===== config.mk =====
export PLATFORM = sky130hd
export DESIGN_NAME = branch_decode_top
export DESIGN_NICKNAME = d
export VERILOG_FILES = /design/src/hw/brdec_pkg.sv /design/src/hw/decode_brclass.sv /design/src/hw/branch_target.sv /design/src/hw/return_stack.sv /design/src/hw/redirect_arbiter.sv /design/src/hw/branch_decode_top.sv
export SDC_FILE = /design/constraint.sdc
export NUM_CORES = 1
export LEC_CHECK = 0
export BUFFER_PORTS_ARGS = -buffer_cell sky130_fd_sc_hd__clkbuf_2
export CORE_MARGIN = 1
export CORE_UTILIZATION = 30
export CTS_BUF_LIST = sky130_fd_sc_hd__clkbuf_2
export CTS_CLUSTER_SIZE = 10
export DETAILED_ROUTE_END_ITERATION = 12
export PLACE_DENSITY = 0.56
export SYNTH_ARGS = -nofsm -noshare
export SYNTH_HDL_FRONTEND = slang
export SYNTH_SLANG_ARGS = --single-unit

===== constraint.sdc =====
create_clock -name clk -period 4.8 [get_ports clk]
set_input_delay 0.24 -clock clk [delete_from_list [all_inputs] [get_ports clk]]
set_output_delay 0.24 -clock clk [all_outputs]
set_load 0.01 [all_outputs]

===== src/hw/brdec_pkg.sv =====
// Branch decode shared types
package brdec_pkg;

	// ========================================
	// Address and displacement types
	// ========================================

	// Instruction address as seen by fetch and decode
	typedef logic [31:0] addr_t;

	// Branch displacement in bytes, signed so that its sign drives the static prediction
	typedef logic signed [15:0] disp_t;

	// Return addresses point at the instruction after the call
	localparam addr_t INSTR_BYTES = 32'd4;

	// BRK with this function code is an exception return
	localparam logic [7:0] ERET_FUNC = 8'd1;

	// ========================================
	// Opcodes
	// ========================================

	// Only the opcodes that decode looks at are listed, plus two ordinary ones
	typedef enum logic [6:0] {
		OP_BRK    = 7'd0,
		OP_ADD    = 7'd4,
		OP_JSR    = 7'd32,
		OP_JSRN   = 7'd33,
		OP_RTD    = 7'd34,
		OP_BCC8   = 7'd40,
		OP_BCC16  = 7'd41,
		OP_BCC32  = 7'd42,
		OP_BCC64  = 7'd43,
		OP_BCCU8  = 7'd44,
		OP_BCCU16 = 7'd45,
		OP_BCCU32 = 7'd46,
		OP_BCCU64 = 7'd47,
		OP_NOP    = 7'd127
	} opcode_t;

	// Micro-op word as it leaves the instruction aligner
	// The func byte doubles as the high displacement byte of a branch
	typedef struct packed {
		logic        md;
		logic [7:0]  func;
		logic [15:0] disp_lo;
		opcode_t     opcode;
	} micro_op_t;

	// ========================================
	// Branch class and redirect bus
	// ========================================

	// Coarse branch class handed to the redirect sources
	typedef enum logic [2:0] {
		BRC_NONE = 3'd0,
		BRC_BCCD = 3'd1,
		BRC_BCCR = 3'd2,
		BRC_JSR  = 3'd3,
		BRC_JSRN = 3'd4,
		BRC_RTD  = 3'd5,
		BRC_ERET = 3'd6
	} brclass_t;

	// A fetch redirect request or grant
	typedef struct packed {
		logic  valid;
		addr_t target;
	} redirect_t;

endpackage


===== src/hw/decode_brclass.sv =====
// Branch class decoder
module decode_brclass (
	input  brdec_pkg::micro_op_t instr,
	output brdec_pkg::brclass_t  brclass
);

	import brdec_pkg::*;

	// Pure lookup on the opcode with md and func as qualifiers
	always_comb
	begin
		case (instr.opcode)
			// All conditional branch widths share one class pair
			// Register mode means the target lives in a register
			OP_BCC8, OP_BCC16, OP_BCC32, OP_BCC64,
			OP_BCCU8, OP_BCCU16, OP_BCCU32, OP_BCCU64:
			begin
				if (instr.md)
					brclass = BRC_BCCR;
				else
					brclass = BRC_BCCD;
			end
			// Calls and returns map one to one
			OP_JSR:
				brclass = BRC_JSR;
			OP_JSRN:
				brclass = BRC_JSRN;
			OP_RTD:
				brclass = BRC_RTD;
			// Only one BRK function is an exception return
			// Every other BRK is a trap entry and not a branch here
			OP_BRK:
			begin
				if (instr.func == ERET_FUNC)
					brclass = BRC_ERET;
				else
					brclass = BRC_NONE;
			end
			default:
				brclass = BRC_NONE;
		endcase
	end

endmodule


===== src/hw/branch_target.sv =====
// Displacement branch target
module branch_target (
	input  logic                 instr_valid,
	input  brdec_pkg::micro_op_t instr,
	input  brdec_pkg::addr_t     pc,
	input  brdec_pkg::brclass_t  brclass,
	output brdec_pkg::redirect_t tgt_req
);

	import brdec_pkg::*;

	// Displacement as carried in the micro-op
	disp_t disp;
	// Displacement widened to address width
	addr_t disp_ext;
	// Sum of pc and the displacement
	addr_t target;
	// Backward branch flag used for the static prediction
	logic  disp_neg;
	// Class qualifies for a redirect from this unit
	logic  take;

	// ========================================
	// Target computation
	// ========================================

	assign disp = disp_t'(instr.disp_lo);

	// Sign extension by replicating the top bit
	assign disp_ext = {{16{disp[15]}}, disp};

	// Displacement is in bytes so it adds straight to pc
	assign target = pc + disp_ext;

	// ========================================
	// Static prediction
	// ========================================

	// Backward branches usually close loops so they are predicted taken
	assign disp_neg = disp < 0;

	// Direct calls always go
	// A conditional goes only when it jumps backward
	assign take = (brclass == BRC_JSR) || ((brclass == BRC_BCCD) && disp_neg);

	always_comb
	begin
		tgt_req.valid  = instr_valid && take;
		tgt_req.target = target;
	end

endmodule


===== src/hw/return_stack.sv =====
// Return address stack
module return_stack #(
	parameter int RAS_DEPTH = 8
) (
	input  logic                 clk,
	input  logic                 reset,
	input  logic                 instr_valid,
	input  brdec_pkg::brclass_t  brclass,
	input  brdec_pkg::addr_t     pc,
	output brdec_pkg::redirect_t ras_req
);

	import brdec_pkg::*;

	localparam int PTR_W = $clog2(RAS_DEPTH);
	localparam logic [PTR_W:0] FULL_COUNT = (PTR_W + 1)'(RAS_DEPTH);

	// Only the newest count slots hold live return addresses
	addr_t stack_mem [RAS_DEPTH];

	// Index of the newest entry
	logic [PTR_W-1:0] top_ptr;
	// Slot that the next push writes
	logic [PTR_W-1:0] push_ptr;
	// Number of live entries, saturating at the depth
	logic [PTR_W:0]   count;

	logic  push;
	logic  pop;
	logic  empty;
	addr_t push_addr;

	// ========================================
	// Push and pop decode
	// ========================================

	// Both call forms save a return address
	assign push = instr_valid && ((brclass == BRC_JSR) || (brclass == BRC_JSRN));

	assign empty = (count == '0);

	// A return on an empty stack has nothing to offer and is dropped
	assign pop = instr_valid && (brclass == BRC_RTD) && !empty;

	// Return lands on the instruction after the call
	assign push_addr = pc + INSTR_BYTES;

	// Wraps around on its own since the depth is a power of two
	assign push_ptr = top_ptr + 1'b1;

	// ========================================
	// Pointer, count and storage
	// ========================================

	always_ff @(posedge clk)
	begin
		if (reset)
		begin
			top_ptr <= '0;
			count   <= '0;
		end
		else if (push)
		begin
			top_ptr <= push_ptr;
			// When full the oldest slot gets overwritten and count holds
			if (count != FULL_COUNT)
				count <= count + 1'b1;
		end
		else if (pop)
		begin
			top_ptr <= top_ptr - 1'b1;
			count   <= count - 1'b1;
		end
	end

	always_ff @(posedge clk)
	begin
		if (push)
			stack_mem[push_ptr] <= push_addr;
	end

	// Current top goes out while the return is still in decode
	always_comb
	begin
		ras_req.valid  = pop;
		ras_req.target = stack_mem[top_ptr];
	end

	// ========================================
	// Checks
	// ========================================

	a_count_bounded: assert property (@(posedge clk) disable iff (reset)
		count <= FULL_COUNT)
		else $error("return stack count above depth");

endmodule


===== src/hw/redirect_arbiter.sv =====
// Redirect bus arbiter
module redirect_arbiter (
	input  logic                 clk,
	input  brdec_pkg::redirect_t eret_req,
	input  brdec_pkg::redirect_t ras_req,
	input  brdec_pkg::redirect_t tgt_req,
	output brdec_pkg::redirect_t redirect
);

	// Request valids gathered in priority order, highest first
	logic [2:0] req_vec;

	assign req_vec = {eret_req.valid, ras_req.valid, tgt_req.valid};

	// ========================================
	// Fixed priority grant
	// ========================================

	// Exception return beats the stack which beats the adder
	// Only one should ever be up so the order matters on a fault alone
	always_comb
	begin
		if (eret_req.valid)
		begin
			redirect = eret_req;
		end
		else if (ras_req.valid)
		begin
			redirect = ras_req;
		end
		else if (tgt_req.valid)
		begin
			redirect = tgt_req;
		end
		else
		begin
			// Idle bus with a quiet target
			redirect.valid  = 1'b0;
			redirect.target = '0;
		end
	end

	// ========================================
	// Checks
	// ========================================

	// Each branch class raises at most one source across three separate units
	// Two at once means the decoder and a peer disagree
	a_one_request: assert property (@(posedge clk)
		$onehot0(req_vec))
		else $error("more than one redirect request valid");

endmodule


===== src/hw/branch_decode_top.sv =====
// Branch decode and redirect top level
module branch_decode_top #(
	parameter int RAS_DEPTH = 8
) (
	input  logic                 clk,
	input  logic                 reset,
	input  logic                 instr_valid,
	input  brdec_pkg::micro_op_t instr,
	input  brdec_pkg::addr_t     pc,
	input  brdec_pkg::addr_t     eret_pc,
	output brdec_pkg::redirect_t redirect,
	output brdec_pkg::brclass_t  brclass_out,
	output logic                 class_valid
);

	import brdec_pkg::*;

	// Class of the micro-op now in decode
	brclass_t  brclass;

	// One request per redirect source
	redirect_t tgt_req;
	redirect_t ras_req;
	redirect_t eret_req;

	// Winner of this cycle before the output register
	redirect_t granted;

	// Output register split into control and payload
	logic      redirect_valid_q;
	addr_t     redirect_target_q;

	// ========================================
	// Classification and redirect sources
	// ========================================

	decode_brclass i_decode_brclass (
		.instr   (instr),
		.brclass (brclass)
	);

	branch_target i_branch_target (
		.instr_valid (instr_valid),
		.instr       (instr),
		.pc          (pc),
		.brclass     (brclass),
		.tgt_req     (tgt_req)
	);

	// Stack state moves on the same edge that registers the result
	return_stack #(
		.RAS_DEPTH (RAS_DEPTH)
	) i_return_stack (
		.clk         (clk),
		.reset       (reset),
		.instr_valid (instr_valid),
		.brclass     (brclass),
		.pc          (pc),
		.ras_req     (ras_req)
	);

	// The exception return address is held outside so it needs no unit
	always_comb
	begin
		eret_req.valid  = instr_valid && (brclass == BRC_ERET);
		eret_req.target = eret_pc;
	end

	redirect_arbiter i_redirect_arbiter (
		.clk      (clk),
		.eret_req (eret_req),
		.ras_req  (ras_req),
		.tgt_req  (tgt_req),
		.redirect (granted)
	);

	// ========================================
	// Output registers
	// ========================================

	// Results show up one cycle after the strobe and last one cycle
	always_ff @(posedge clk)
	begin
		if (reset)
		begin
			redirect_valid_q <= 1'b0;
			class_valid      <= 1'b0;
			brclass_out      <= BRC_NONE;
		end
		else
		begin
			redirect_valid_q <= granted.valid;
			class_valid      <= instr_valid;
			// Idle cycles report no class
			brclass_out      <= instr_valid ? brclass : BRC_NONE;
		end
	end

	// Target is only meaningful alongside the valid bit
	always_ff @(posedge clk)
	begin
		redirect_target_q <= granted.target;
	end

	always_comb
	begin
		redirect.valid  = redirect_valid_q;
		redirect.target = redirect_target_q;
	end

endmodule


==> impl_metrics.py <==
metrics = {
    "status": {
        "outcome": "complete, no violations",
    },
    "synthesis": {
        "synth_async_sr_flop_share": 0,
        "synthSimpleGateAreaFrac": 0.0603,
        "synth-seq-area-share": 0.633,
        "post_synth_most_frequent_cells": "edfxtp_1 (256), mux4_2 (62), dfxtp_1 (47)",
        "post_synth_num_cell_types": 66,
        "warnings_from_yosys": 0,
        "post_synth_inst_count": 873,
        "post_synth_fa_ha_maj_area_fraction": 0.0360,
        "synth.area.top_cells": "edfxtp_1 (56%), mux4_2 (10%), dfxtp_1 (6.9%)",
        "yosys.cell_count.top_type": "edfxtp_1",
        "synth_flop_cell": "edfxtp_1",
        "synthDominantAreaCellType": "edfxtp_1",
        "netlist.area_leader.share": 0.564,
        "synth-edff-count": 256,
        "synth.cell_area_um2": 13600,
        "mappedNetlistNets": 1010,
        "multiplexer_fraction_of_the_synthesized_cell_area": 0.135,
        "yosys.area_share.xor_xnor": 0.0411,
        "synth_area_per_cell_um2": 15.6,
        "combinational_family_with_the_most_area_after_synthesis": "multiplexers",
        "compound_cell_area_share_of_the_yosys_netlist": 0.0769,
        "synth-seq-cells": 303,
    },
    "route": {
        "num_vias": 8924,
        "detail_route.drc_violations": 0,
        "wire_per_inst_um": 20.3,
        "final_wirelength_um": 37000,
        "drt_iter0_drc": 596,
        "vias_per_cell": 4.90,
        "postRouteAntennaNets": 0,
        "drtPass1Iterations": 5,
    },
    "cts": {
        "cts-resized-gates": 0,
        "clk-insertion-delay-late_ps": 900,
        "postCtsSetupRepairBufs": 0,
        "cts_hold_buffers": 98,
        "worst_setup_hold_path_clk_slew_ps": 90,
        "clock_sinks": 303,
        "cts_h_tree_depth": 3,
        "numCtsBuffers": 80,
        "tritoncts": "built",
        "cts.path.max_buffers": 3,
        "cts_root_buffer": "clkbuf_2",
    },
    "setup_path": {
        "cp.required_ps": 5650,
        "timing.critical_path.fanout_max": 12,
        "worstSetupPathType": "in2reg",
        "end_kind": "flop",
        "worst_setup_path_start_kind": "primary input",
        "worst_ep_arrival_time_ps": 4630,
    },
    "power_and_ir_drop": {
        "power-per-cell-area_nw_per_um2": 302,
        "leakagePower_nw": 6.02,
        "pwr-share-clk": 0.345,
        "p_seq_frac": 0.565,
        "ir_worst_vdd_mv": 0.113,
        "switching_power_mw": 1.30,
        "power.combinational.fraction": 0.089,
        "intPower_mw": 3.76,
        "switching_share": 0.256,
    },
    "grt": {
        "grt_pass1_vias": 9366,
        "overflow_left_after_global_routing": 0,
        "grt_pass1_wl_um": 55800,
        "antenna_found_initial": 3,
        "maximum_number_of_pins_on_one_net_before_global_route_repair": 43,
        "global_route.usage.total": 0.161,
    },
    "cells_and_area": {
        "finalNetCount": 1304,
        "area_delta_synth_final_pct": 22.7,
        "layout-drive-gt1-share": 0.304,
        "final_core_util": 0.376,
    },
    "place": {
        "gp_congestion": 0.816,
        "placement_setup_slack_ps": 1580,
        "hpwl_um": 23400,
        "place.port_buffers": 135,
    },
    "floorplan": {
        "design.portCount": 136,
        "core.rowCount": 77,
        "start_util": 0.306,
        "die_w_um": 215,
        "core_region_area_um2": 44500,
        "floorplan.die_area_um2": 46300,
        "die_h_um": 215,
    },
    "timing": {
        "setup_ws_ps": 1020,
        "timing.final.max_slew_violations": 0,
        "final_min_period_over_clock_period": 0.788,
        "final_period_minus_worst_setup_slack_ps": 3780,
        "timing_hold_violations_final": 0,
        "slew_headroom": 0.285,
        "max_clock_freq_ghz": 0.264,
        "finalSetupViolCount": 0,
        "worst_clock_skew_ps": 72.9,
        "setup_repair_after_global_routing_missed_its_margin": "false",
        "timing_worst_slew_pin_value_ps": 1070,
    },
    "job": {
        "maxCapViolations": 0,
    },
    "worst_hold_path": {
        "min-delay-path-class": "in2reg",
    },
}
==> flip-flops by register name, summed over array words and instances (netlist names), named ones only <==
| register | count |
|---|---|
| i_return_stack.stack_mem | 256 |
| redirect_target_q | 32 |
| i_return_stack.count | 4 |
| brclass_out | 3 |
| i_return_stack.top_ptr | 3 |
| class_valid | 1 |
| redirect_valid_q | 1 |
==> cell families (layout without fill, tap and decap cells) <==
group	Yosys count	after routing
adder cells (fa/ha/maj)	38	38
AND/OR/NAND/NOR	167	167
AO/OA/AOI/OAI	152	152
multiplexers	102	102
flip-flops	303	303
other	0	3
XOR/XNOR	64	64
buffers and inverters	47	400
==> routing by layer <==
layer	GRT usage	vias to the layer above	share of wire	routed length [µm]
met5	0	-	0	0
met4	0.0636	0	0.022	822
met1	0.203	4483	0.43	15900
li1	-	4112	-	-
met2	0.272	277	0.49	18300
met3	0.0310	52	0.053	1970
==> metrics by stage <==
step	setup TNS [ps]	std cells	instance area [µm²]	hold WS [ps]	total power, mW
floorplan	-21140	873	13600	339	3.16
global placement	0	1579	15000	450	3.31
detailed placement	0	1579	15000	454	3.31
CTS	0	1818	16700	13.0	5.13
global route	0	1821	16700	75.5	5.30
finish	0	1821	16700	130	5.06
==> path summary, 6_finish.rpt <==
path	end	slack, ps	cells after the start	startpoint
setup / recovery	i_return_stack.count[3]$_SDFFE_PP0P_	1020	15	instr[6]
hold / removal	redirect_target_q[25]$_DFF_P_	130	4	eret_pc[25]
setup reg to reg	redirect_target_q[5]$_DFF_P_	1810	9	i_return_stack.count[0]$_SDFFE_PP0P_
hold reg to reg	flop	540	2	i_return_stack.top_ptr[1]$_SDFFE_PP0N_
==> cells in the final DEF, fill, tap and decap left out, drive strengths merged, types with 18 or more instances in the layout <==
| cell | Yosys | layout |
|---|---|---|
| xor2 | 27 | 27 |
| mux4 | 64 | 64 |
| xnor2 | 37 | 37 |
| clkbuf | 27 | 253 |
| mux2i | 37 | 37 |
| clkinv | 0 | 19 |
| dlygate4sd3 | 0 | 98 |
| a21o | 22 | 22 |
| nand2 | 44 | 44 |
| nand3 | 23 | 23 |
| o221ai | 18 | 18 |
| dfxtp | 47 | 47 |
| o21ai | 27 | 27 |
| ha | 36 | 36 |
| edfxtp | 256 | 256 |
| nor2 | 38 | 38 |
| a21oi | 41 | 41 |
==> final cells by class <==
cell class | instances | area (µm²)
fillers | 4342 | 27800
flip-flops and latches | 303 | 8630
multi-input cells | 523 | 4810
repair buffers | 250 | 1780
well taps | 592 | 741
clock buffers | 118 | 591
clock inverters | 23 | 119
inverters | 9 | 33.8
diodes | 3 | 7.51
==> power by group through the flow <==
| stage | Combinational, mW | Sequential (mW) | Clock (mW) |
|---|---|---|---|
| final | 0.452 | 2.86 | 1.75 |
| after global routing | 0.492 | 2.86 | 1.94 |
| after CTS | 0.452 | 2.86 | 1.82 |
| after floorplan | 0.240 | 2.92 | 0 |
| after detailed placement | 0.396 | 2.92 | 0 |
| after global placement | 0.395 | 2.92 | 0 |
==> worst max-delay path, stage by stage <==
cell           delay [ps]
dlygate4sd3_1         530
clkbuf_2              120
nor3b_1               330
dlygate4sd3_1         640
nand3_1                80
o21ai_1               370
mux2_4                390
nand2_4               180
ha_1                  270
a21o_1                170
a21oi_1               240
nand2_1               110
o211a_1               160
a211oi_1              220
dlygate4sd3_1         570
Note: power is estimated with default switching activity, not from simulation.
